### config.mk
export PLATFORM = sky130hd
export DESIGN_NAME = host_port
export DESIGN_NICKNAME = d
export VERILOG_FILES = /design/src/design/mem_pkg.sv /design/src/design/host_port.sv
export SDC_FILE = /design/constraint.sdc
export NUM_CORES = 1
export LEC_CHECK = 0
export BUFFER_PORTS_ARGS = -buffer_cell sky130_fd_sc_hd__buf_4
export CAP_MARGIN = 40
export CORE_UTILIZATION = 33
export DETAILED_ROUTE_END_ITERATION = 16
export MAX_ROUTING_LAYER = met4
export PLACE_DENSITY = 0.85
export SYNTH_ARGS = -nofsm -noshare
export SYNTH_HDL_FRONTEND = slang
export SYNTH_SLANG_ARGS = --single-unit
### constraint.sdc
create_clock -name clk -period 1.7 [get_ports clk]
set_input_delay 0.255 -clock clk [delete_from_list [all_inputs] [get_ports clk]]
set_output_delay 0.255 -clock clk [all_outputs]
set_load 0.1 [all_outputs]
### src/design/mem_pkg.sv
package mem_pkg;

  // -------------------------------------------------------------------
  // Data and address widths
  // -------------------------------------------------------------------
  localparam int WORD_W     = 32;
  localparam int BYTE_W     = 8;
  localparam int LANE_W     = $clog2(WORD_W / BYTE_W);
  localparam int RAM_ADDR_W = 10;
  localparam int RAM_WORDS  = 1 << RAM_ADDR_W;

  // -------------------------------------------------------------------
  // Image page geometry
  // -------------------------------------------------------------------
  localparam int PAGE_WORDS = 64;
  localparam int PAGE_BYTES = 256;
  localparam int PAGE_IDX_W = 4;
  localparam int WORD_IDX_W = $clog2(PAGE_WORDS);
  localparam int PAGE_OFS_W = $clog2(PAGE_BYTES);
  localparam int MAX_PAGES  = 16;
  localparam int COUNT_W    = 16;

  // -------------------------------------------------------------------
  // SPI flash
  // -------------------------------------------------------------------
  localparam int                      FLASH_ADDR_W     = 24;
  localparam logic [FLASH_ADDR_W-1:0] FLASH_IMAGE_BASE = 24'h080000;
  localparam logic [BYTE_W-1:0]       FLASH_CMD_READ   = 8'h03;

  // Command byte plus three address bytes
  localparam int CMD_BYTES  = 1 + FLASH_ADDR_W / BYTE_W;
  localparam int CMD_W      = CMD_BYTES * BYTE_W;
  localparam int BIT_CNT_W  = $clog2(BYTE_W);
  localparam int BYTE_CNT_W = $clog2(PAGE_BYTES + 1);

  // Divider terminal count, SCK half period is SCK_HALF + 1 clocks
  localparam int SCK_HALF  = 1;
  localparam int SCK_CNT_W = $clog2(SCK_HALF + 1);

  // FSM encodings
  localparam logic [1:0] RD_IDLE = 2'd0;
  localparam logic [1:0] RD_SEND = 2'd1;
  localparam logic [1:0] RD_RECV = 2'd2;
  localparam logic [1:0] RD_DONE = 2'd3;

  localparam logic [1:0] BL_ISSUE = 2'd0;
  localparam logic [1:0] BL_WAIT  = 2'd1;
  localparam logic [1:0] BL_LOAD  = 2'd2;
  localparam logic [1:0] BL_DONE  = 2'd3;

  localparam logic [1:0] HP_IDLE   = 2'd0;
  localparam logic [1:0] HP_ACCESS = 2'd1;
  localparam logic [1:0] HP_HOLD   = 2'd2;

endpackage

### src/design/host_port.sv
`timescale 1ns/1ps

module host_port (
  input  logic                           clk,
  input  logic                           reset_in,
  input  logic                           boot_done,
  input  logic                           wb_cyc,
  input  logic                           wb_stb,
  input  logic                           wb_we,
  input  logic [mem_pkg::RAM_ADDR_W-1:0] wb_adr,
  input  logic [mem_pkg::WORD_W-1:0]     wb_dat_w,
  input  logic [mem_pkg::WORD_W-1:0]     rd_data,
  output logic                           wb_ack,
  output logic [mem_pkg::WORD_W-1:0]     wb_dat_r,
  output logic                           host_en,
  output logic                           host_we,
  output logic [mem_pkg::RAM_ADDR_W-1:0] host_addr,
  output logic [mem_pkg::WORD_W-1:0]     host_wdata
);

  logic [1:0] state;
  logic       accept;

  // Requests wait with no ack until boot finishes
  assign accept = boot_done && wb_cyc && wb_stb && (state == mem_pkg::HP_IDLE);

  // RAM output is valid in the ack cycle
  assign wb_dat_r = rd_data;

  always_ff @(posedge clk) begin
    if (accept) begin
      host_addr  <= wb_adr;
      host_wdata <= wb_dat_w;
    end
  end

  // -------------------------------------------------------------------
  // Cycle control
  // -------------------------------------------------------------------
  always_ff @(posedge clk or posedge reset_in) begin
    if (reset_in) begin
      state   <= mem_pkg::HP_IDLE;
      host_en <= 1'b0;
      host_we <= 1'b0;
      wb_ack  <= 1'b0;
    end else begin
      host_en <= 1'b0;
      wb_ack  <= 1'b0;

      case (state)
        mem_pkg::HP_IDLE: begin
          if (accept) begin
            host_en <= 1'b1;
            host_we <= wb_we;
            state   <= mem_pkg::HP_ACCESS;
          end
        end
        mem_pkg::HP_ACCESS: begin
          wb_ack <= 1'b1;
          state  <= mem_pkg::HP_HOLD;
        end
        mem_pkg::HP_HOLD: begin
          // STB is still high in the ack cycle, wait for the master
          if (!wb_stb) begin
            state <= mem_pkg::HP_IDLE;
          end
        end
        default: begin
          state <= mem_pkg::HP_IDLE;
        end
      endcase
    end
  end

endmodule

# Word-level counts from Yosys, hierarchy flattened
# Cells that the tools add are included.
[op_classes]
n_eq_ne = 4
muxes = 6
reduce_logical = 6
[op_table]
columns = ["op", "count"]
rows = [
  ["$pmux W2 S3", 1],
  ["$mux W2", 2],
  ["$ne A2 B2 Y1 const B", 2],
  ["$reduce_and A2 Y1", 2],
  ["$logic_and A1 B1 Y1", 3],
  ["$mux W1", 3],
  ["$eq A2 B1 Y1 const B", 1],
  ["$eq A2 B2 Y1 const B", 1],
  ["$logic_not A2 Y1", 1],
]
[totals]
regBits = 47
input_bits = 80
out_inout_bits = 77
elab_cells = 22

# Logic depth before layout (Yosys ltp)
[depth]
ltp_word = 5
depth_mapped = 3
ltp_nobuf = 3

# Least setup slack after synthesis
# OpenSTA, ideal clock, no wires.
[synth_path]
kind = "register to register"
from = "register state[0]"
to = "register host_we"
setup_ns = 0.126
arrival_ns = 1.576
t_required_ns = 1.574
slack_ns = -0.002
stages_incl_launch_ff = 4
n_path_buf = 0
period_less_slack_ns = 1.702
path_cell_list = "dfrtp_1 > nand4b_4 > nor2_4 > mux2_4"
[synth_via]
elab_chain_len = 3
[synth_rtl]
columns = ["element", "line_no", "source"]
rows = [
  ["start: declaration", "host_port.sv:21", "logic [1:0] state;"],
  ["start signal: assignment", "host_port.sv:42", "state <= mem_pkg::HP_IDLE;"],
  ["start signal: assignment", "host_port.sv:55", "state <= mem_pkg::HP_ACCESS;"],
  ["start signal: assignment", "host_port.sv:60", "state <= mem_pkg::HP_HOLD;"],
  ["$logic_not A2 Y1", "host_port.sv:25", "assign accept = boot_done && wb_cyc && wb_stb && (state == mem_pkg::HP_IDLE);"],
  ["$logic_and A1 B1 Y1", "host_port.sv:25", ""],
  ["via accept", "host_port.sv:22", "logic accept;"],
  ["$reduce_and A2 Y1 (no line)", "--", ""],
  ["end signal: assignment", "host_port.sv:54", "host_we <= wb_we;"],
  ["end: declaration", "host_port.sv:16", "output logic host_we,"],
]
# The timed path passes the listed nets, and every way through them passes these cells.
# A chain may end at the register's enable or synchronous reset.

# Worst setup path in the final report
[layout_path]
from = "register state[0]"
to = "register host_wdata[31] (netlist bit) (enable)"
[layout_via]
elab_chain_len = 2
[layout_rtl]
columns = ["element", "line_no", "source"]
rows = [
  ["$logic_not A2 Y1", "host_port.sv:25", ""],
  ["$logic_and A1 B1 Y1", "host_port.sv:25", ""],
  ["via accept", "host_port.sv:22", ""],
  ["end signal: assignment", "host_port.sv:33", "host_wdata <= wb_dat_w;"],
  ["end: declaration", "host_port.sv:18", "output logic [mem_pkg::WORD_W-1:0] host_wdata"],
]
# The timed path passes the listed nets, and every way through them passes these cells.

==> flow_metrics.env <==
export IMPL_met3_usage=0.06859
export IMPL_fillers=461
export IMPL_synth_top_area_cell="edfxtp_1"
export IMPL_final_antenna_net_count=0
export IMPL_synth_ff_type="edfxtp_1"
export IMPL_met1_usage=0.1216
export IMPL_place_inst=216
export IMPL_multi_input_area_um2=73.82
export IMPL_avgRoutedWirePerCell_um=16.45
export IMPL_portBuffers=92
export IMPL_synthTopCellsByArea="edfxtp_1, buf_4, dfrtp_1"
export IMPL_crit_type="reg -> reg"
export IMPL_grt_pass1_vias=1000
export IMPL_track_usage=0.1372
export IMPL_dieHeight_um=73.86
export IMPL_tightestPinTransition_ps=284.6
export IMPL_clock_sinks=47
export IMPL_relSlewSlack=0.8118
export IMPL_synthTopCellsByCount="edfxtp_1, buf_4, dfrtp_1"
export IMPL_wl_mm=3.702
export IMPL_post_cts_resized=0
export IMPL_fp_dieArea_um2=5455
export IMPL_yosysMostFrequentCell="edfxtp_1"
export IMPL_outcome="finished clean"
export IMPL_core_area_um2=4848
export IMPL_area_growth_pct=38.33
export IMPL_crit_fanout=19
export IMPL_vias=936
export IMPL_root_buffer="clkbuf_8"
export IMPL_final_min_clock_period_ps=1349
export IMPL_drive_gt1_frac=0.6519
export IMPL_cp_startpoint="state[0]"
export IMPL_numCtsBuffers=5
export IMPL_worstHoldPathType="in -> reg"
export IMPL_start_kind="flop"
export IMPL_async_reset_ff_frac=0.1064
export IMPL_cts_tree="done"
export IMPL_maxCapViolations=0
export IMPL_yosys_register_bits=47
export IMPL_seq_area_um2=1386
export IMPL_post_cts_buffers=0
export IMPL_cts_path_max_buffers=2
export IMPL_p_leak_uw=0.0009969
export IMPL_row_count=25
export IMPL_synth_area_um2=1704
export IMPL_finalPower_uw=2384
export IMPL_syn_avg_cell_area_um2=19.59
export IMPL_cp_required_ps=1680
export IMPL_setup_viol=0
export IMPL_synth_edff_count=42
export IMPL_antennaDiodeCount=0
export IMPL_gr_total_overflow=0
export IMPL_syn_instance_count=87
export IMPL_antenna_found_initial=0
export IMPL_grt_max_degree=25
export IMPL_fmax_ghz=0.7414
export IMPL_ctsHoldBuffers=1
export IMPL_path_clk_slew_ps=80
export IMPL_fin_nets=237
export IMPL_drt_initial_drc_count=64
export IMPL_fin_crit_sh=0.7934
export IMPL_grt_pass1_wl_mm=4.988
export IMPL_synth_top_cell_area_share=0.7401
export IMPL_dp_hpwl_mm=3.063
export IMPL_io_pins=157
export IMPL_synth_cell_types=11
export IMPL_min_delay_start="wb_dat_w[4]"
export IMPL_power_density_nw_per_um2=1011
export IMPL_peakVddDrop_mv=0.5901
export IMPL_top_usage_layer="met2"
export IMPL_rsz0062_at_grt="no"
export IMPL_clk_latency_ps=290
export IMPL_vias_per_cell=4.160
export IMPL_drt_pass1_iterations=4
export IMPL_finClkSkew_ps=7.458
export IMPL_cp_end_kind="flop"
export IMPL_r2r_start="state[0]"
export IMPL_yosysSeqAreaShare=0.8135
export IMPL_route_detailed_drc=0
export IMPL_die_x_um=73.86
export IMPL_syn_num_nets=167
export IMPL_ctsHtreeMaxLevel=2
export IMPL_finalHoldViolCount=0
export IMPL_start_util=0.3515
export IMPL_finalMaxSlewViolations=0
export IMPL_critical_path_arrival_ps=1330
export IMPL_post_layout_nonfiller_instances=225
export IMPL_gr_usage_met2=0.2518
export IMPL_gp_congestion=0.6576
export IMPL_ys_warn_count=0
[layout by cell type (no fill, tap or decap)]
cell type	synthesis	routed
buf_12	0	1
buf_4	32	93
clkbuf_1	0	2
clkbuf_8	0	5
clkinv_2	0	1
dfrtp_1	5	5
dlygate4sd3_1	0	1
edfxtp_1	42	42
inv_1	1	1
mux2_4	1	1
nand2b_1	1	1
nand3b_1	1	1
nand4b_4	1	1
nor2_1	1	1
nor2_4	1	1
nor2b_1	1	1
[sequential cells by signal, summed over array words and instances (netlist names)]
register,cells
host_wdata,32
host_addr,10
host_en,1
host_we,1
wb_ack,1
state,2
[layout make-up]
| cell class | count | share of cell area |
|---|---|---|
| clock inverters | 1 | 0.002123 |
| inverters | 1 | 0.001592 |
| clock buffers | 7 | 0.03238 |
| repair buffers | 95 | 0.3089 |
| multi-input cells | 7 | 0.03132 |
| well taps | 67 | 0.03556 |
| flip-flops and latches | 47 | 0.5881 |
[where the power goes]
group	total [uW]	internal [uW]	switching, uW
clock	618	289	330
combinational	443	130	313
sequential	1320	1310	17.4
total	2380	1720	660
[cells by family (layout without fill, tap and decap cells)]
group                  after synthesis  in the layout  share of synthesized area
buffers and inverters               33            104                     0.1432
DFF                                 47             47                     0.8135
muxes                                1              1                   0.008808
and+or+nand+nor                      6              6                    0.03451
[per-stage QoR]
step                      TNS (ps)  setup slack [ps]  hold slack [ps]    util  area (um^2)
after floorplan             -2.287            -2.287            33.52       -         1704
after global placement           0             397.6            164.0  0.4674         2266
after detailed placement         0             360.3            176.3  0.4674         2266
after CTS                        0             334.9            123.3  0.4862         2357
after global routing             0             270.2            116.5  0.4862         2357
final                            0             351.2            136.4  0.4862         2357
[worst max-delay path, stage by stage (launching register included)]
cell and delay (ps):
dfrtp_1 400, nand4b_4 190, nor2_4 160, buf_4 280
[routing by layer]
metal  part of all wire  routed length (um)  up-vias
met1               0.28                1037      432
met5                  0                   0        -
met4              0.010                  37        0
met2               0.58                2137       84
met3               0.13                 489        6
li1                   -                   -      414
[path summary, 6_finish.rpt]
path | end | slack, ps | cells past startpoint
max | host_wdata[31] | 350 | 3
min | host_wdata[4] | 140 | 1
max reg2reg | host_wdata[31] | 350 | 3
min reg2reg | host_we | 550 | 1
max in group asynchronous | host_en | 1110 | 3
min in group asynchronous | state[1] | 420 | 3
No activity file was read; power rests on OpenSTA's default activity.
