`src/design/mem_pkg.sv`:
```
package mem_pkg;

  // -------------------------------------------------------------------
  // Data and address widths
  // -------------------------------------------------------------------
  localparam int WORD_W     = 32;
  localparam int BYTE_W     = 8;
  localparam int LANE_W     = $clog2(WORD_W / BYTE_W);
  localparam int RAM_ADDR_W = 10;
  localparam int RAM_WORDS  = 1 << RAM_ADDR_W;

  // -------------------------------------------------------------------
  // Image page geometry
  // -------------------------------------------------------------------
  localparam int PAGE_WORDS = 64;
  localparam int PAGE_BYTES = 256;
  localparam int PAGE_IDX_W = 4;
  localparam int WORD_IDX_W = $clog2(PAGE_WORDS);
  localparam int PAGE_OFS_W = $clog2(PAGE_BYTES);
  localparam int MAX_PAGES  = 16;
  localparam int COUNT_W    = 16;

  // -------------------------------------------------------------------
  // SPI flash
  // -------------------------------------------------------------------
  localparam int                      FLASH_ADDR_W     = 24;
  localparam logic [FLASH_ADDR_W-1:0] FLASH_IMAGE_BASE = 24'h080000;
  localparam logic [BYTE_W-1:0]       FLASH_CMD_READ   = 8'h03;

  // Command byte plus three address bytes
  localparam int CMD_BYTES  = 1 + FLASH_ADDR_W / BYTE_W;
  localparam int CMD_W      = CMD_BYTES * BYTE_W;
  localparam int BIT_CNT_W  = $clog2(BYTE_W);
  localparam int BYTE_CNT_W = $clog2(PAGE_BYTES + 1);

  // Divider terminal count, SCK half period is SCK_HALF + 1 clocks
  localparam int SCK_HALF  = 1;
  localparam int SCK_CNT_W = $clog2(SCK_HALF + 1);

  // FSM encodings
  localparam logic [1:0] RD_IDLE = 2'd0;
  localparam logic [1:0] RD_SEND = 2'd1;
  localparam logic [1:0] RD_RECV = 2'd2;
  localparam logic [1:0] RD_DONE = 2'd3;

  localparam logic [1:0] BL_ISSUE = 2'd0;
  localparam logic [1:0] BL_WAIT  = 2'd1;
  localparam logic [1:0] BL_LOAD  = 2'd2;
  localparam logic [1:0] BL_DONE  = 2'd3;

  localparam logic [1:0] HP_IDLE   = 2'd0;
  localparam logic [1:0] HP_ACCESS = 2'd1;
  localparam logic [1:0] HP_HOLD   = 2'd2;

endpackage

```
`src/design/spi_flash_reader.sv`:
```
`timescale 1ns/1ps

module spi_flash_reader (
  input  logic                             clk,
  input  logic                             reset_in,
  input  logic                             read_start,
  input  logic [mem_pkg::FLASH_ADDR_W-1:0] read_addr,
  output logic                             reader_busy,
  output logic [mem_pkg::BYTE_W-1:0]       rx_byte,
  output logic                             byte_valid,
  output logic                             flash_cs_n,
  output logic                             flash_sck,
  output logic                             flash_mosi,
  input  logic                             flash_miso
);

  logic [1:0]                     state;
  logic [mem_pkg::SCK_CNT_W-1:0]  div_cnt;
  logic                           sck_tick;
  logic                           sck_rise;
  logic                           sck_fall;
  logic                           last_bit;
  logic [mem_pkg::BIT_CNT_W-1:0]  bit_cnt;
  logic [mem_pkg::BYTE_CNT_W-1:0] byte_cnt;
  logic [mem_pkg::CMD_W-1:0]      tx_shift;
  logic [mem_pkg::BYTE_W-1:0]     rx_shift;

  assign reader_busy = (state != mem_pkg::RD_IDLE);
  assign sck_tick    = reader_busy && (32'(div_cnt) == mem_pkg::SCK_HALF);
  assign sck_rise    = sck_tick && !flash_sck;
  assign sck_fall    = sck_tick && flash_sck;
  assign last_bit    = (32'(bit_cnt) == mem_pkg::BYTE_W - 1);

  // MSB first on both lines
  assign flash_mosi = tx_shift[mem_pkg::CMD_W-1];
  assign rx_byte    = rx_shift;

  // -------------------------------------------------------------------
  // SCK divider, free running only inside a transaction
  // -------------------------------------------------------------------
  always_ff @(posedge clk or posedge reset_in) begin
    if (reset_in) begin
      div_cnt <= '0;
    end else if (sck_tick || !reader_busy) begin
      div_cnt <= '0;
    end else begin
      div_cnt <= div_cnt + 1'b1;
    end
  end

  // Receive shifter, sampled on rising SCK (mode 0)
  always_ff @(posedge clk) begin
    if (sck_rise && state == mem_pkg::RD_RECV) begin
      rx_shift <= {rx_shift[mem_pkg::BYTE_W-2:0], flash_miso};
    end
  end

  // -------------------------------------------------------------------
  // Transaction FSM
  // -------------------------------------------------------------------
  always_ff @(posedge clk or posedge reset_in) begin
    if (reset_in) begin
      state      <= mem_pkg::RD_IDLE;
      flash_cs_n <= 1'b1;
      flash_sck  <= 1'b0;
      byte_valid <= 1'b0;
      bit_cnt    <= '0;
      byte_cnt   <= '0;
      tx_shift   <= '0;
    end else begin
      byte_valid <= 1'b0;

      // MOSI moves on falling SCK, zeros follow the address
      if (sck_fall) begin
        tx_shift <= {tx_shift[mem_pkg::CMD_W-2:0], 1'b0};
      end

      case (state)
        mem_pkg::RD_IDLE: begin
          if (read_start) begin
            tx_shift   <= {mem_pkg::FLASH_CMD_READ, read_addr};
            flash_cs_n <= 1'b0;
            bit_cnt    <= '0;
            byte_cnt   <= '0;
            state      <= mem_pkg::RD_SEND;
          end
        end
        mem_pkg::RD_SEND: begin
          if (sck_tick) begin
            flash_sck <= !flash_sck;
          end
          if (sck_rise) begin
            bit_cnt <= bit_cnt + 1'b1;
            if (last_bit) begin
              byte_cnt <= byte_cnt + 1'b1;
              // Header out, flash starts driving data next falling edge
              if (32'(byte_cnt) == mem_pkg::CMD_BYTES - 1) begin
                byte_cnt <= '0;
                state    <= mem_pkg::RD_RECV;
              end
            end
          end
        end
        mem_pkg::RD_RECV: begin
          if (sck_tick) begin
            flash_sck <= !flash_sck;
          end
          if (sck_rise) begin
            bit_cnt <= bit_cnt + 1'b1;
            if (last_bit) begin
              byte_valid <= 1'b1;
              byte_cnt   <= byte_cnt + 1'b1;
              if (32'(byte_cnt) == mem_pkg::PAGE_BYTES - 1) begin
                state <= mem_pkg::RD_DONE;
              end
            end
          end
        end
        mem_pkg::RD_DONE: begin
          // Finish the last SCK high phase, then release CS
          if (sck_fall) begin
            flash_sck <= 1'b0;
          end else if (sck_rise) begin
            flash_cs_n <= 1'b1;
            state      <= mem_pkg::RD_IDLE;
          end
        end
      endcase
    end
  end

endmodule

```
`config.mk`:
```
export PLATFORM = sky130hd
export DESIGN_NAME = spi_flash_reader
export DESIGN_NICKNAME = d
export VERILOG_FILES = /design/src/design/mem_pkg.sv /design/src/design/spi_flash_reader.sv
export SDC_FILE = /design/constraint.sdc
export NUM_CORES = 1
export LEC_CHECK = 0
export BUFFER_PORTS_ARGS = -buffer_cell sky130_fd_sc_hd__buf_2
export CAP_MARGIN = 20
export CELL_PAD_IN_SITES_DETAIL_PLACEMENT = 1
export CELL_PAD_IN_SITES_GLOBAL_PLACEMENT = 2
export CORE_MARGIN = 5
export CORE_UTILIZATION = 31
export DETAILED_ROUTE_END_ITERATION = 8
export PLACE_DENSITY_LB_ADDON = 0.1
export SLEW_MARGIN = 20
export SYNTH_ARGS = -nofsm -noshare
export SYNTH_HDL_FRONTEND = slang
export SYNTH_SLANG_ARGS = --single-unit
```
`constraint.sdc`:
```
create_clock -name clk -period 2.26 [get_ports clk]
set_input_delay 0.452 -clock clk [delete_from_list [all_inputs] [get_ports clk]]
set_output_delay 0.452 -clock clk [all_outputs]
set_load 0.005 [all_outputs]
```
# Yosys cells after proc, flatten, opt, wreduce, memory -nomap -nowiden

Index checks and enable logic that the tools add are counted.

Register bits after elaboration: 58
Bits in latches: 0
RAM bits: 0
Memory bits (read-only): 0
Memories: 0

$add $sub $neg: 3
Multipliers: 0
Div/mod/pow operators: 0
Magnitude comparators: 0
Equality and inequality tests: 18
Shift operators: 0
Muxes and demuxes: 34
Bitwise operators: 0
Reductions and logical operators: 19

Operator list:

| cell                  | count |
|---|---|
| $mux W32              | 3 |
| $mux W9               | 6 |
| $pmux W9 S3           | 1 |
| $mux W2               | 9 |
| $ne A2 B2 Y1 const B  | 9 |
| $add A9 B1 Y9 const B | 1 |
| $eq A9 B2 Y1 const B  | 1 |
| $eq A9 B8 Y1 const B  | 1 |
| $mux W1               | 9 |
| $reduce_and A9 Y1     | 1 |
| $pmux W2 S4           | 1 |
| $reduce_bool A2 Y1    | 4 |
| $mux W3               | 2 |
| $ne A2 B1 Y1 const B  | 3 |
| $pmux W3 S2           | 1 |
| $reduce_and A3 Y1     | 2 |
| $reduce_and A6 Y1     | 1 |
| $eq A2 B2 Y1 const B  | 2 |
| $logic_and A1 B1 Y1   | 4 |
| $pmux W1 S2           | 2 |
| $reduce_and A4 Y1     | 1 |
| $add A3 B1 Y3 const B | 1 |
| $eq A3 B3 Y1 const B  | 1 |
| $reduce_bool A3 Y1    | 1 |
| 6 further kinds       | 7 |

# Longest topological paths before layout

Depth after elaboration: 6
Depth in mapped cells: 9

# Least setup slack after synthesis

OpenSTA, ideal clock, no wires.

Path kind: register -> register
Start: register byte_cnt[0] in the netlist's numbering
End: register state[1]
Library setup time: 125 ps
Arrival time: 2107 ps
Setup slack: 28 ps
Cell stages (with the launch flop): 10
Path buffers: 0
Clock period less this slack: 2232 ps
Cell sequence: dfrtp_1 > ha_1 > nand3_1 > or2_2 > nor2_1 > ha_1 > inv_1 > a222oi_1 > nand3b_4 > mux2_4

Word-level cells in the longest chain between the ends: 3
Elaborated cells on any way between the ends: 5

Ends and longest elaborated chain:

| element                                                       | line                                            | source |
|---|---|---|
| start, declared                                               | spi_flash_reader.sv:24                          | `logic [mem_pkg::BYTE_CNT_W-1:0] byte_cnt;` |
| start signal, assigned                                        | spi_flash_reader.sv:95                          | `byte_cnt <= byte_cnt + 1'b1;` |
| start signal, assigned                                        | spi_flash_reader.sv:112                         | `byte_cnt <= byte_cnt + 1'b1;` |
| $eq A9 B2 Y1 or $eq A9 B8 Y1 (tied branches)                  | spi_flash_reader.sv:97, spi_flash_reader.sv:113 |  |
| $ne A2 B2 Y1 (no source line) or $ne A2 B1 Y1 (tied branches) | n/a                                             |  |
| $reduce_and A9 Y1 (no source line) *                          | n/a                                             |  |
| end signal, assigned                                          | spi_flash_reader.sv:99                          | `state <= mem_pkg::RD_RECV;` |
| end signal, assigned                                          | spi_flash_reader.sv:114                         | `state <= mem_pkg::RD_DONE;` |
| end signal, assigned                                          | spi_flash_reader.sv:125                         | `state <= mem_pkg::RD_IDLE;` |
| end, declared                                                 | spi_flash_reader.sv:17                          | `logic [1:0] state;` |

Mark *: on every way between the ends. The rest lies on a longest branch, timed or not.
A chain may end at the register's enable or synchronous reset.

# Worst setup path after layout

Start: register byte_cnt[1] in the netlist's numbering
End: register state[1]

The elaborated chain is that of the path after synthesis.

==> implementation parameters <==
Parameter                              Value

Pwr
  Internal power contribution ... approximately 1.5 mW
  Power density relative to cell area ... 575 nW/um^2
  Sequential cell fraction of total power ... 0.551
  Logic gate share of total power ... 0.024
  Leakage power of the design ... 1.58 nW
  Portion of total power attributed to the clock network ... 0.426
  Sw Share ... 0.238
  Net switching power ... ~0.46 mW
  Maximum ir drop on the vdd rail ... 0.213 mV

Cells and area
  Area growth from synthesis to layout ... 21.9%
  Share of final-layout standard cells stronger than drive strength 1 ... 0.235
  Number of nets in the layout ... 384
  Filler-free cell count of the finished design ... around 460
  Diode insertion count for antenna repair ... 0
  # fillers ... 1033
  Post-route standard cell area excluding fillers ... 3340 sq um

Logic synthesis
  Dominant register cell in the synthesized netlist ... sky130_fd_sc_hd__dfrtp_1
  Number of synthesized flops with an enable pin ... 8
  Warning count from the yosys run ... 0
  Post-synth net total ... about 330
  Cell types with the largest area share after synthesis ... sky130_fd_sc_hd__dfrtp_1 45%, sky130_fd_sc_hd__nand2_1 11%, sky130_fd_sc_hd__edfxtp_1 8.8%
  Mean Syn Cell Area ... 9.25 sq um
  Number of unique standard cell types used by synthesis ... 37
  Post-synthesis instance area ... 2740 sq um
  Most common cell in the synthesized netlist ... sky130_fd_sc_hd__nand2_1
  Share of async-settable or async-resettable flops after synthesis ... 0.862
  Synthesized instance count ... between 200 and 300
  Post-synth top area share ... 0.448
  Share of synthesized area occupied by flip-flops and latches ... 0.545
  Cell taking the most area after synthesis ... sky130_fd_sc_hd__dfrtp_1
  Flip-flop and latch count after synthesis ... 58
  Top cells by instance count after synthesis ... 83 x sky130_fd_sc_hd__nand2_1, 49 x sky130_fd_sc_hd__dfrtp_1, 31 x sky130_fd_sc_hd__nor2_1

Placed design
  Port Buffers ... 40
  Placed cell count ... 443
  RD Place Congestion ... 0.776
  Post-detailed-placement cell area ... about 3100 sq um
  Placed wire-length estimate after detailed placement ... 4490 um

Setup path
  Type of origin of the critical path ... flip-flop
  CP Data Arrival Time ... 2.38 ns
  Highest net fanout along the worst path ... 3
  Crit-path slowest cell ... sky130_fd_sc_hd__dfrtp_1
  CP dominant cell by count ... sky130_fd_sc_hd__ha_2
  R2R cell count ... 10
  Slowest cell delay on critical path ... 0.36 ns
  Type of the worst setup path ... reg2reg
  Cell Chain, Critical Path ... ha_2, nand3_2, or2_4, nor2_2, ha_2, inv_1, a222oi_1, buf_4, nand3b_4, mux2_4
  Required arrival time at the worst endpoint ... 2.47 ns
  Worst setup EP type ... flip-flop

Clocking
  Buffer type at the clock tree root ... sky130_fd_sc_hd__clkbuf_8
  Clock buffers created by TritonCTS ... 9
  Clock tree from TritonCTS ... done
  Bufs on Longest Clock Path ... 2
  Number of hold buffers added after CTS ... 0
  Max H-tree Level ... 3
  Clock network latency to the later pin of the worst-skew pair ... 0.33 ns
  Number of clock sinks ... between 50 and 60
  Reg clk slew, reported paths ... approximately 0.07 ns

Floorplan
  Width of the die ... 104 um
  Vertical die dimension ... approximately 100 um
  Placeable Area ... 8680 sq um
  Die Footprint ... 10800 sq um
  Cell Rows ... 34
  Number of primary I/O pins ... 41
  Initial Utilization ... 0.315

GRT
  Aggregate global-route resource usage ... 0.131
  Initial antenna violation count ... 0
  Vias in the first global route ... 2409
  Grt ovf ... 0
  Maximum number of pins on one net before global-route repair ... 51
  Wire length of the first global-routing pass ... between 10000 and 15000 um

STA
  Setup-failing EPs final ... 0
  Final critical-path required period ... around 2.2 ns
  Setup Total Neg Slack ... 0 ns
  Final Cycle Share ... 0.957
  Number of max-slew violations in the final report ... 0
  Tightest slew margin relative to the limit ... 0.563
  Timing-limited maximum frequency ... approximately 460 MHz
  Setup repair after global routing missed its margin ... yes
  Final Hold Fails ... 0
  Worst slack on hold paths ... 0.286 ns
  Transition time at the pin with the least slew margin ... 0.656 ns
  Setup skew after layout ... approximately 0.0087 ns

Hold path
  Class of the tightest hold or removal check ... in2async

Routing
  Drt total wl ... 6850 um
  Number of vias in the routed layout ... 2269
  Final routed wire length divided by cell count ... 14.9 um
  Number of nets still failing antenna checks after routing ... 0
  DRC ... 0
  Initial drt markers ... 46
  Number of optimization iterations in the first detailed-route pass ... 5
  DR vias/cell ... just under 5

Outcome
  Status ... finished, final reports clean

Job
  Total of max-cap violations ... 0
through the flow:
step,power (mW),util,setup WS (ns)
floorplan,1.09,-,0.0277
global placement,1.12,0.363,0.0404
detailed placement,1.13,0.363,-0.000913
CTS,1.96,0.382,0.00399
global route,2.01,0.385,-0.0240
finish,1.92,0.385,0.0962
metal layers:
metal  vias to the layer above  share of wire  routed length [um]  track usage
li1                       1123              -                   -            -
met1                      1097           0.48                3300        0.174
met2                        39           0.47                3190        0.204
met3                        10          0.038                 262       0.0366
met4                         0          0.014                  93       0.0481
met5                         -              0                   0            0
critical path: cells and delay by family (launching register included):
family	cells	cell delay, ns
and+or+nand+nor	4	0.48
DFF	1	0.36
adders and majority gates	2	0.37
buffers and inverters	2	0.21
muxes	1	0.30
AOI/OAI and AO/OA	1	0.33
layout make-up:
cell class / count / area [sq um] / area share
repair buffers: 58 / 360 / 0.108
clock inverters: 6 / 33.8 / 0.0101
well taps: 108 / 135 / 0.0405
flip-flops and latches: 58 / 1490 / 0.447
clock buffers: 10 / 128 / 0.0382
inverters: 11 / 41.3 / 0.0124
multi-input cells: 210 / 1150 / 0.344
power groups by stage:
| stage | Clock (mW) | Combinational (mW) | Sequential (mW) |
|---|---|---|---|
| after global routing | 0.906 | 0.0530 | 1.06 |
| final | 0.816 | 0.0453 | 1.06 |
| after global placement | 0 | 0.0476 | 1.08 |
| after floorplan | 0 | 0.0155 | 1.08 |
| after detailed placement | 0 | 0.0480 | 1.08 |
| after CTS | 0.853 | 0.0482 | 1.06 |
final timing paths:
path / endpoint / slack (ns) / start
max: state[1] / 0.1 / byte_cnt[1]
min: byte_cnt[4] / 0.29 / reset_in
max reg2reg: state[1] / 0.1 / byte_cnt[1]
min reg2reg: rx_byte[4] / 0.45 / rx_byte[3]
max in group asynchronous: tx_shift[2] / 1.53 / reset_in
min in group clk: rx_byte[0] / 0.29 / flash_miso
logic make-up (layout without fill, tap and decap cells):
kind of cell / count (synthesis) / count (layout) / synth area share
muxes: 3 / 3 / 0.0128
adders and majority gates: 8 / 8 / 0.0366
buffers and inverters: 28 / 85 / 0.0411
and+or+nand+nor: 141 / 141 / 0.222
DFF: 58 / 58 / 0.545
AOI/OAI and AO/OA: 58 / 58 / 0.143
placed cells by master (no fill, tap or decap), types with 6 or more instances in the layout:
master                      instances
sky130_fd_sc_hd__a21oi_1            8
sky130_fd_sc_hd__nor2_1            30
sky130_fd_sc_hd__dfrtp_1           49
sky130_fd_sc_hd__buf_2             40
sky130_fd_sc_hd__a31oi_1           23
sky130_fd_sc_hd__buf_4             16
sky130_fd_sc_hd__o21ai_0            7
sky130_fd_sc_hd__o2111ai_1          7
sky130_fd_sc_hd__nand2_1           83
sky130_fd_sc_hd__clkbuf_8           9
sky130_fd_sc_hd__o211ai_1           6
sky130_fd_sc_hd__inv_1             10
sky130_fd_sc_hd__edfxtp_1           8
sky130_fd_sc_hd__nand3_1            8
sky130_fd_sc_hd__ha_1               6
state kept, by name, summed over array words and instances (netlist names):
signal      cells
div_cnt         1
byte_cnt        9
tx_shift       32
byte_valid      1
state           2
flash_cs_n      1
bit_cnt         3
rx_byte         8
flash_sck       1
what timing repair did:
item | CTS | global route
resized for setup | 1 | 4
pin swaps | 1 | 5
endpoints found under the setup margin | 1 | 2
buffers inserted | 1 | 1
Power figures use the tool's default switching activity.
