[config.mk]
export PLATFORM = sky130hd
export DESIGN_NAME = boot_loader
export DESIGN_NICKNAME = d
export VERILOG_FILES = /design/src/design/mem_pkg.sv /design/src/design/boot_loader.sv
export SDC_FILE = /design/constraint.sdc
export NUM_CORES = 1
export LEC_CHECK = 0
export ABC_CLOCK_PERIOD_IN_PS = 4500
export BUFFER_PORTS_ARGS = -buffer_cell sky130_fd_sc_hd__clkbuf_2
export CORE_MARGIN = 1.5
export CORE_UTILIZATION = 53
export CTS_BUF_LIST = sky130_fd_sc_hd__clkbuf_16
export CTS_CLUSTER_SIZE = 12
export DETAILED_ROUTE_END_ITERATION = 7
export MAX_ROUTING_LAYER = met4
export PLACE_DENSITY = 0.75
export SLEW_MARGIN = 15
export SYNTH_ARGS = -nofsm -noshare
export SYNTH_HDL_FRONTEND = slang
export SYNTH_SLANG_ARGS = --single-unit
[constraint.sdc]
create_clock -name clk -period 4.5 [get_ports clk]
set_input_delay 0.675 -clock clk [delete_from_list [all_inputs] [get_ports clk]]
set_output_delay 0.675 -clock clk [all_outputs]
set_load 0.05 [all_outputs]
[src/design/mem_pkg.sv]
package mem_pkg;

  // -------------------------------------------------------------------
  // Data and address widths
  // -------------------------------------------------------------------
  localparam int WORD_W     = 32;
  localparam int BYTE_W     = 8;
  localparam int LANE_W     = $clog2(WORD_W / BYTE_W);
  localparam int RAM_ADDR_W = 10;
  localparam int RAM_WORDS  = 1 << RAM_ADDR_W;

  // -------------------------------------------------------------------
  // Image page geometry
  // -------------------------------------------------------------------
  localparam int PAGE_WORDS = 64;
  localparam int PAGE_BYTES = 256;
  localparam int PAGE_IDX_W = 4;
  localparam int WORD_IDX_W = $clog2(PAGE_WORDS);
  localparam int PAGE_OFS_W = $clog2(PAGE_BYTES);
  localparam int MAX_PAGES  = 16;
  localparam int COUNT_W    = 16;

  // -------------------------------------------------------------------
  // SPI flash
  // -------------------------------------------------------------------
  localparam int                      FLASH_ADDR_W     = 24;
  localparam logic [FLASH_ADDR_W-1:0] FLASH_IMAGE_BASE = 24'h080000;
  localparam logic [BYTE_W-1:0]       FLASH_CMD_READ   = 8'h03;

  // Command byte plus three address bytes
  localparam int CMD_BYTES  = 1 + FLASH_ADDR_W / BYTE_W;
  localparam int CMD_W      = CMD_BYTES * BYTE_W;
  localparam int BIT_CNT_W  = $clog2(BYTE_W);
  localparam int BYTE_CNT_W = $clog2(PAGE_BYTES + 1);

  // Divider terminal count, SCK half period is SCK_HALF + 1 clocks
  localparam int SCK_HALF  = 1;
  localparam int SCK_CNT_W = $clog2(SCK_HALF + 1);

  // FSM encodings
  localparam logic [1:0] RD_IDLE = 2'd0;
  localparam logic [1:0] RD_SEND = 2'd1;
  localparam logic [1:0] RD_RECV = 2'd2;
  localparam logic [1:0] RD_DONE = 2'd3;

  localparam logic [1:0] BL_ISSUE = 2'd0;
  localparam logic [1:0] BL_WAIT  = 2'd1;
  localparam logic [1:0] BL_LOAD  = 2'd2;
  localparam logic [1:0] BL_DONE  = 2'd3;

  localparam logic [1:0] HP_IDLE   = 2'd0;
  localparam logic [1:0] HP_ACCESS = 2'd1;
  localparam logic [1:0] HP_HOLD   = 2'd2;

endpackage

[src/design/boot_loader.sv]
`timescale 1ns/1ps

module boot_loader (
  input  logic                             clk,
  input  logic                             reset_in,
  input  logic                             reader_busy,
  input  logic [mem_pkg::BYTE_W-1:0]       rx_byte,
  input  logic                             byte_valid,
  output logic                             read_start,
  output logic [mem_pkg::FLASH_ADDR_W-1:0] read_addr,
  output logic                             load_we,
  output logic [mem_pkg::RAM_ADDR_W-1:0]   load_addr,
  output logic [mem_pkg::WORD_W-1:0]       load_data,
  output logic                             boot_done
);

  localparam int ADDR_PAD_W = mem_pkg::FLASH_ADDR_W - mem_pkg::PAGE_IDX_W - mem_pkg::PAGE_OFS_W;

  logic [1:0]                                     state;
  logic [mem_pkg::PAGE_IDX_W-1:0]                 page_idx;
  logic [mem_pkg::WORD_IDX_W-1:0]                 word_idx;
  logic [mem_pkg::LANE_W-1:0]                     lane;
  logic [mem_pkg::WORD_W-mem_pkg::BYTE_W-1:0]     word_sr;
  logic [mem_pkg::COUNT_W-1:0]                    page_count;
  logic                                           last_page;

  // Page p lives at base + p * 256
  assign read_addr = mem_pkg::FLASH_IMAGE_BASE +
                     {{ADDR_PAD_W{1'b0}}, page_idx, {mem_pkg::PAGE_OFS_W{1'b0}}};

  // Count of zero still loads page 0, RAM capacity caps the loop
  assign last_page = (32'(page_idx) == mem_pkg::MAX_PAGES - 1) ||
                     (32'(page_idx) + 1 >= 32'(page_count));

  assign boot_done = (state == mem_pkg::BL_DONE);

  // -------------------------------------------------------------------
  // Word assembly, first byte lands in the top lane
  // -------------------------------------------------------------------
  always_ff @(posedge clk) begin
    if (byte_valid) begin
      word_sr <= {word_sr[mem_pkg::WORD_W-2*mem_pkg::BYTE_W-1:0], rx_byte};
      if (lane == '1) begin
        load_data <= {word_sr, rx_byte};
        load_addr <= {page_idx, word_idx};
      end
    end
  end

  // -------------------------------------------------------------------
  // Page loop
  // -------------------------------------------------------------------
  always_ff @(posedge clk or posedge reset_in) begin
    if (reset_in) begin
      state      <= mem_pkg::BL_ISSUE;
      read_start <= 1'b0;
      load_we    <= 1'b0;
      page_idx   <= '0;
      word_idx   <= '0;
      lane       <= '0;
      page_count <= '0;
    end else begin
      read_start <= 1'b0;
      load_we    <= 1'b0;

      case (state)
        mem_pkg::BL_ISSUE: begin
          read_start <= 1'b1;
          state      <= mem_pkg::BL_WAIT;
        end
        mem_pkg::BL_WAIT: begin
          // Reader raises busy one cycle after the start pulse
          if (reader_busy) begin
            state <= mem_pkg::BL_LOAD;
          end
        end
        mem_pkg::BL_LOAD: begin
          if (byte_valid) begin
            lane <= lane + 1'b1;
            if (lane == '1) begin
              load_we  <= 1'b1;
              word_idx <= word_idx + 1'b1;
              if (page_idx == '0 && word_idx == '0) begin
                page_count <= {word_sr[mem_pkg::BYTE_W-1:0], rx_byte};
              end
            end
          end else if (!reader_busy) begin
            if (last_page) begin
              state <= mem_pkg::BL_DONE;
            end else begin
              page_idx <= page_idx + 1'b1;
              state    <= mem_pkg::BL_ISSUE;
            end
          end
        end
        mem_pkg::BL_DONE: begin
          // Image in RAM, host port owns the array from here on
        end
      endcase
    end
  end

endmodule

# Word level (Yosys, flattened, before mapping)

Cells that the tools add are included.
Widths: inputs -> output; s select.

Input port bits: 12
Register bits: 98
Output and inout bits: 69
Logic and storage cells: 48

Magnitude comparators: 1
Equality and inequality tests: 8
Bitwise logic cells: 3
Reductions and logical operators: 12
Add/subtract/negate cells: 5
Multiplexer cells: 9

Operators with widths:

| kind                   | count |
|---|---|
| $add 20x12->21 const A | 1 |
| $ge 5x16->1            | 1 |
| $reduce_and 4->1       | 3 |
| $mux 2                 | 4 |
| $add 6x1->6 const B    | 1 |
| $eq 2x2->1 const B     | 3 |
| $logic_not 6->1        | 1 |
| $ne 2x2->1 const B     | 3 |
| $pmux 2 s3             | 1 |
| $add 4x1->5 const B    | 1 |
| $add 4x1->4 const B    | 1 |
| $eq 4x4->1 const B     | 1 |
| $logic_not 4->1        | 1 |
| $mux 1                 | 4 |
| $reduce_and 2->1       | 2 |
| $not 1->1              | 3 |
| $reduce_and 3->1       | 1 |
| $reduce_bool 3->1      | 1 |
| $add 2x1->2 const B    | 1 |
| $eq 2x1->1 const B     | 1 |
| $logic_not 2->1        | 1 |
| $logic_and 1x1->1      | 1 |
| $logic_or 1x1->1       | 1 |

# Logic depth before layout (Yosys ltp)

Gate-level depths: netlist (run 1).

Depth after elaboration: 7
Gate-level depth with buffers: 8
Depth with buffers taken out: 8

# Worst setup path after synthesis (run 1)

No wires, ideal clock.

Kind: register -> register
Start point: register page_idx[0] (netlist bit)
End point: register page_idx[1] (netlist bit)
Buffers on the path: 0
Cell stages (with the launch flop): 9
Clock period less this slack: 2.463 ns
Data required time: 4.375 ns
Arrival time: 2.338 ns
Slack: 2.037 ns
Setup time: 0.125 ns
Path through: dfrtp_1 -> inv_1 -> ha_1 -> ha_1 -> and3_1 -> o21ai_0 -> a31oi_2 -> nor2_2 -> mux2_4

Cells in the longest elaborated chain, start to end: 5
Elaborated cells on any way between the ends: 7
Classes of those cells: add/sub: 2; order compare: 1; eq/ne: 1; bitwise: 1; reduce/logical: 2

RTL lines:

| element                           | line              | RTL |
|---|---|---|
| start, declared                   | boot_loader.sv:20 | `logic [mem_pkg::PAGE_IDX_W-1:0] page_idx;` |
| start signal, assigned            | boot_loader.sv:91 | `page_idx <= page_idx + 1'b1;` |
| $add 4x1->5                       | boot_loader.sv:33 | `(32'(page_idx) + 1 >= 32'(page_count));` |
| $ge 5x16->1                       | boot_loader.sv:33 |  |
| $logic_or 1x1->1                  | boot_loader.sv:32 | `assign last_page = (32'(page_idx) == mem_pkg::MAX_PAGES - 1) \|\|` |
| $not 1->1 (no source line)        | -                 |  |
| $reduce_and 4->1 (no source line) | -                 |  |

Several ways; a longest one is shown, not always the timed one.
A chain may end at the register's enable or synchronous reset.

# Worst setup path in the final report (run 1)

Start point: input port byte_valid
End point: register page_count[3] (netlist bit)

Cells in the longest elaborated chain, start to end: 1

RTL lines:

| element                           | line              | RTL |
|---|---|---|
| start, declared                   | boot_loader.sv:8  | `input logic byte_valid,` |
| $reduce_and 4->1 (no source line) | -                 |  |
| end signal, assigned              | boot_loader.sv:84 | `page_count <= {word_sr[mem_pkg::BYTE_W-1:0], rx_byte};` |
| end, declared                     | boot_loader.sv:24 | `logic [mem_pkg::COUNT_W-1:0] page_count;` |

No other way between the ends.

==> impl_metrics.yaml, run 1 <==
run_status:
  status: "finished clean"
clock_tree:
  cts_tree: "done"
  cts_max_level: 3
  cts.clk_slew.worst_paths_ps: 70
  worstSkewPairLatency_ps: 340
  cts-root-buf: "clkbuf_16"
  cts_setup_buffers: 0
  ctsHoldBuffers: 0
  cts_sinks: 98
  numCtsBuffers: 9
  clk_path_buf_depth: 2
  post_cts_resized: 0
global_route:
  grt_pass1_wl_um: 8763
  grt_max_degree: 43
  gr-total-overflow: 0
  grt_usage_pct: 16.48
  grt_antenna_before_repair: 0
  grt_pass1_vias: 1760
detailed_routing:
  first_pass_iters: 4
  drt-total-wl_um: 5561
  drc: 0
  vias: 1892
  via_per_inst: 4.902
  wl_per_cell_um: 14.41
  drt_iter0_drc: 100
  ant_nets: 0
sta:
  tightest_slew_ps: 1005
  min_period_ps: 2355
  rsz0062_at_grt: "false"
  tns_ps: 0
  finalSetupViolations: 0
  clock.fmax_mhz: 424.6
  final_max_slew_viol_count: 0
  finalCritPeriodShare_pct: 52.33
  skew_ps: 8.253
  hold_viol: 0
  relSlewSlack_pct: 33.01
power:
  ir_worst_vdd_mv: 0.2648
  p_leak_nw: 1.923
  p_per_area_nw_per_um2: 523.8
  finalPower_w: 0.002303
worst_setup_path:
  start_kind: "input pin"
  r2r_slack_ps: 2180
  cp_cell_sequence: "clkbuf_2 -> and3_1 -> nand3_2 -> mux2_4"
  crit_arrival_ps: 2570
  r2r_end: "state[1]"
  cp_top_family: "simple AND/OR/NAND/NOR gates"
  crit_buf_inv: 1
  required_ps: 4720
  cpPeakStageDelay_ps: 520
  reg2reg_depth: 8
  critPathCaptureType: "flip-flop"
  crit_type: "in2reg"
  path_max_fanout: 28
  rr_startpoint: "page_idx[0]"
  cp_slowest_cell: "clkbuf_2"
synthesis:
  syn_area_um2: 3784
  synth_edf_count: 66
  synth_seq_cells: 98
  yosysWarnings: 0
  netlist_instances: 217
  seq_area_frac_synth_pct: 73.54
  syn_avg_cell_area_um2: 17.44
  ys_async_sr_fraction_pct: 32.65
  yosysUniqueCellTypes: 34
  synth_ff_type: "edfxtp_1"
finish:
  drive_gt1_share_pct: 34.83
  fin_nets: 312
  finalInstanceArea_um2: 4397
  antenna_cells: 0
  areaGrowthSynthToFinish_pct: 16.20
placement:
  io_buffers: 60
  dp_hpwl_um: 3800
  placed_area_um2: 4111
  place.gp.congestion: 0.8303
job:
  maxCapViolCount: 0
worst_hold_path:
  worstHoldPathType: "in2async"
floorplan:
  dieHeight_um: 87.49
  die_area_um2: 7655
  core_um2: 6832
  die_w_um: 87.49
  num_io_pins: 81
  start_util_pct: 55.38
  rows: 30
flip-flops by register name, indices dropped and copies added (netlist names):
signal / flops
load_we: 1
load_addr: 10
state: 2
page_count: 16
load_data: 32
lane: 2
read_start: 1
word_sr: 24
word_idx: 6
page_idx: 4
per-layer routing:
metal	vias to the layer above	routed length [um]	track usage [%]
li1	885	-	-
met1	929	2540	22.00
met2	69	2645	23.50
met3	9	267	3.507
met4	0	107	9.524
met5	-	0	-
power by group:
group | leakage (nW) | switching (W) | internal, W | total (W)
combinational | 0.740 | 0.000346 | 0.0000929 | 0.000439
sequential | 1.04 | 0.0000555 | 0.00109 | 0.00115
clock | 0.142 | 0.000331 | 0.000386 | 0.000717
total | 1.92 | 0.000732 | 0.00157 | 0.00230
cells in the final DEF, fill, tap and decap left out:
master and count:
nand2_1 4, clkbuf_16 9, mux2_4 11, inv_1 13
edfxtp_1 66, nand3b_1 1, dfrtp_1 32, o2111ai_1 1
inv_8 3, ha_1 15, nor2_2 1, nor3_1 3
buf_4 1, mux2_2 7, a221oi_1 1, xor2_1 3
clkinv_2 2, o21bai_1 1, o211ai_1 1, nor2_1 3
nand3_2 1, a31oi_1 1, nor4_1 2, inv_6 1
clkinvlp_4 1, nor2b_1 1, a21boi_0 1, clkbuf_2 60
and3_1 3, a31oi_2 1, conb_1 20, nor4b_2 2
nand4_1 1, o221ai_1 1, and4_1 1, and2_2 1
xnor2_1 7, o21ai_0 3, nand3_1 4
how the worst max path moves through the flow:
| stage | startpoint | to | slack (ps) | cells past startpoint |
|---|---|---|---|---|
| 2_1_floorplan | page_idx[0] | page_idx[1] | 2040 | 8 |
| 3_3_place_gp | byte_valid | page_count[2] | 1840 | 4 |
| 3_5_place_dp | byte_valid | page_count[3] | 1780 | 4 |
| 4_1_cts | byte_valid | page_count[3] | 2120 | 4 |
| 5_1_grt | byte_valid | page_count[4] | 1980 | 4 |
| 6_report | byte_valid | page_count[3] | 2140 | 4 |
worst register-to-register path, delay by kind of cell (launching register included):
family	cells	cell delay, ps
compound gates	4	840
xor+xnor	1	160
fa+ha+maj	2	560
flops	1	450
simple gates	1	180
logic make-up after synthesis:
group,Yosys count,share of synthesized area (%)
simple gates,28,4.597
xor+xnor,10,2.315
fa+ha+maj,15,4.960
buf+inv,35,5.754
compound gates,11,2.183
mux,18,6.449
flops,98,73.55
other cells,2,0.1985
through the flow:
stage	setup WS [ps]	hold WS (ps)	util, %	cells
final	2145	409.4	64.36	386
after global routing	1985	430.1	64.36	386
after CTS	2117	421.0	64.36	386
after detailed placement	1782	404.5	60.18	370
after global placement	1845	400.9	60.18	370
after floorplan	2037	400.3	-	235
area by class of cell:
cell class	instances	area, um^2
clock inverter	7	60.06
fill	503	2435
sequential	98	2783
multi-input combinational	102	852.1
tap	96	120.1
clock buffer	9	225.2
inverter	13	48.80
timing repair buffer	61	307.8
synthesized netlist by cell type (2+ instances only):
cell | n | area [um^2]
mux2_4 | 11 | 165.2
nor4_1 | 2 | 12.51
dfrtp_1 | 32 | 800.8
ha_1 | 15 | 187.7
buf_4 | 21 | 157.7
mux2_2 | 7 | 78.83
xnor2_1 | 7 | 61.31
inv_1 | 13 | 48.80
nand2_1 | 4 | 15.01
nand3_1 | 4 | 20.02
o21ai_0 | 3 | 15.01
and3_1 | 3 | 18.77
edfxtp_1 | 66 | 1982
nor4b_2 | 2 | 30.03
xor2_1 | 3 | 26.28
nor3_1 | 3 | 15.01
conb_1 | 2 | 7.510
nor2_1 | 3 | 11.26
Power figures use the tool's default switching activity.
==> inputs of run 2 (changes only) <==
ABC_CLOCK_PERIOD_IN_PS = 2000   (was 4500)
CORE_UTILIZATION = 48   (was 53)
PLACE_DENSITY = 0.71   (was 0.75)
clock period = 2 ns   (was 4.5 ns; I/O delays follow)
==> run 2 against run 1 <==
The flow now finishes with violations (setup timing). Clock skew decreased by 1.7 ps. Routed wire length increased by 2.9%. Power increased by 140%. Non-clock buffer count increased by 17. Highest routed layer unchanged. Count of clock-buffer cells in the layout unchanged. Cell count increased by 6.0%. Setup slack got worse by 2200 ps. Via count increased by 2.1%. First-iteration DRC count decreased by 35%. Die area increased by 10%.
==> impl_metrics.yaml, run 2 (synthesis results as in run 1) <==
detailed_routing:
  via_per_inst: 4.724
  first_pass_iters: 4
  wl_per_cell_um: 14.00
  vias: 1932
  drc: 0
  drt_iter0_drc: 65
  ant_nets: 0
  drt-total-wl_um: 5725
finish:
  final_common_cell: "edfxtp_1"
  layout_common_cells: "edfxtp_1, clkbuf_2, dfrtp_1, conb_1, buf_4"
  fillCellCount: 590
  fin_util_pct: 60.71
  areaGrowthSynthToFinish_pct: 23.35
  largest_register: "load_data"
  fin_nets: 329
  largestRegisters: "load_data: 32 flops, word_sr: 24 flops, page_count: 16 flops"
  drive_gt1_share_pct: 43.32
  largest_reg_flops: 32
  finalInstanceArea_um2: 4667
  antenna_cells: 0
placement:
  placed_area_um2: 4270
  place.gp.congestion: 0.7994
  dp_hpwl_um: 3754
  io_buffers: 60
sta:
  final_max_slew_viol_count: 0
  setup_ws_ps: -13.54
  relSlewSlack_pct: 57.01
  clock.fmax_mhz: 496.6
  finalCritPeriodShare_pct: 100.7
  min_period_ps: 2014
  rsz0062_at_grt: "true"
  tightest_slew_ps: 644.9
  finalSetupViolations: 4
  hold_viol: 0
  skew_ps: 6.593
worst_setup_path:
  reg2reg_depth: 9
  start_kind: "flip-flop"
  startpoint: "page_idx[1]"
  r2r_end: "state[1]"
  r2r_slack_ps: -10
  crit_type: "reg2reg"
  crit_arrival_ps: 2210
  rr_startpoint: "page_idx[1]"
  path_max_fanout: 4
  required_ps: 2200
  critPathCaptureType: "flip-flop"
worst_hold_path:
  worstHoldPathType: "in2async"
run_status:
  status: "finished, violations left"
  violations: "setup timing"
floorplan:
  die_area_um2: 8424
  core_um2: 7687
  die_w_um: 91.79
  num_io_pins: 81
  rows: 32
  start_util_pct: 49.22
  dieHeight_um: 91.79
global_route:
  grt_antenna_before_repair: 0
  grt_max_degree: 43
  grt_usage_pct: 15.09
  grt_pass1_wl_um: 9239
  gr-total-overflow: 0
  grt_pass1_vias: 1881
power:
  finalPower_w: 0.005415
  ir_worst_vdd_mv: 0.4889
  p_per_area_nw_per_um2: 1160
  p_leak_nw: 2.030
clock_tree:
  cts.clk_slew.worst_paths_ps: 70
  cts_sinks: 98
  ctsHoldBuffers: 0
  worstSkewPairLatency_ps: 340
  cts_max_level: 3
  clk_path_buf_depth: 2
  cts_tree: "done"
  cts-root-buf: "clkbuf_16"
  numCtsBuffers: 9
job:
  maxCapViolCount: 0
==> run 2: changes by cell type in the layout (fill, tap and decap cells not counted), moves of 2 or more <==
cell | before | now
dfrtp_1 | 32 | 29
clkinv_2 | 2 | 0
dfrtp_2 | 0 | 3
buf_4 | 1 | 16
ha_1 | 15 | 13
ha_4 | 0 | 2
nor3_1 | 3 | 1
inv_1 | 13 | 11
inv_2 | 0 | 2
o21ai_0 | 3 | 1
nor3_2 | 0 | 2
buf_12 | 0 | 2
==> run 2: layout make-up <==
class                      instances  area, um^2  share of cell area (%)
tap                              102       127.6                   2.735
inverter                          13       48.80                   1.046
multi-input combinational        102       922.1                   19.76
sequential                        98        2786                   59.70
timing repair buffer              78       460.4                   9.866
clock inverter                     7       96.34                   2.064
clock buffer                       9       225.2                   4.826
==> run 2: power breakdown <==
group,internal (W),switching [W],leakage [nW],total (W)
Clock,0.00101,0.000789,0.154,0.00180
Combinational,0.000246,0.000800,0.837,0.00105
Sequential,0.00245,0.000121,1.04,0.00257
==> run 2: repair_timing <==
item,CTS,global route
buffers inserted,3,1
pin swaps,8,1
gates resized for setup,5,5
gates cloned,0,0
setup endpoints to repair,5,6
==> run 2: routing by layer <==
layer	part of all wire, %	vias up	GRT usage [%]	wire (um)
met4	1.5	0	6.923	87
met1	47	930	20.39	2713
met3	4.9	7	3.814	281
li1	-	928	-	-
met5	0	-	-	0
met2	46	67	21.64	2643
==> run 2: worst max path at each step <==
stage,end,slack (ps),cells past startpoint
after floorplan,page_idx[1],-210,8
after global placement,page_idx[1],-60,8
after global routing,page_idx[2],-100,9
after detailed placement,page_idx[1],-90,8
final,state[1],-10,9
after CTS,page_idx[1],-20,8
==> run 2: through the flow <==
step                instances  hold WS [ps]  setup slack [ps]  TNS, ps
global placement          389         399.7            -61.48   -169.0
floorplan                 235         398.9            -212.4   -330.6
global route              409         86.91            -102.7   -427.1
CTS                       408         40.67            -19.95   -34.96
finish                    409         24.62            -13.54   -45.18
detailed placement        389         396.9            -92.86   -371.7
==> run 2: worst max-delay path, cell delays in order, from the launching register on <==
cell and delay, ps:
dfrtp_2 450, inv_2 80, ha_4 200, ha_1 280, nor2b_1 130, o211ai_1 180, a31oi_2 140, buf_4 180
o21ai_4 140, o221ai_2 110
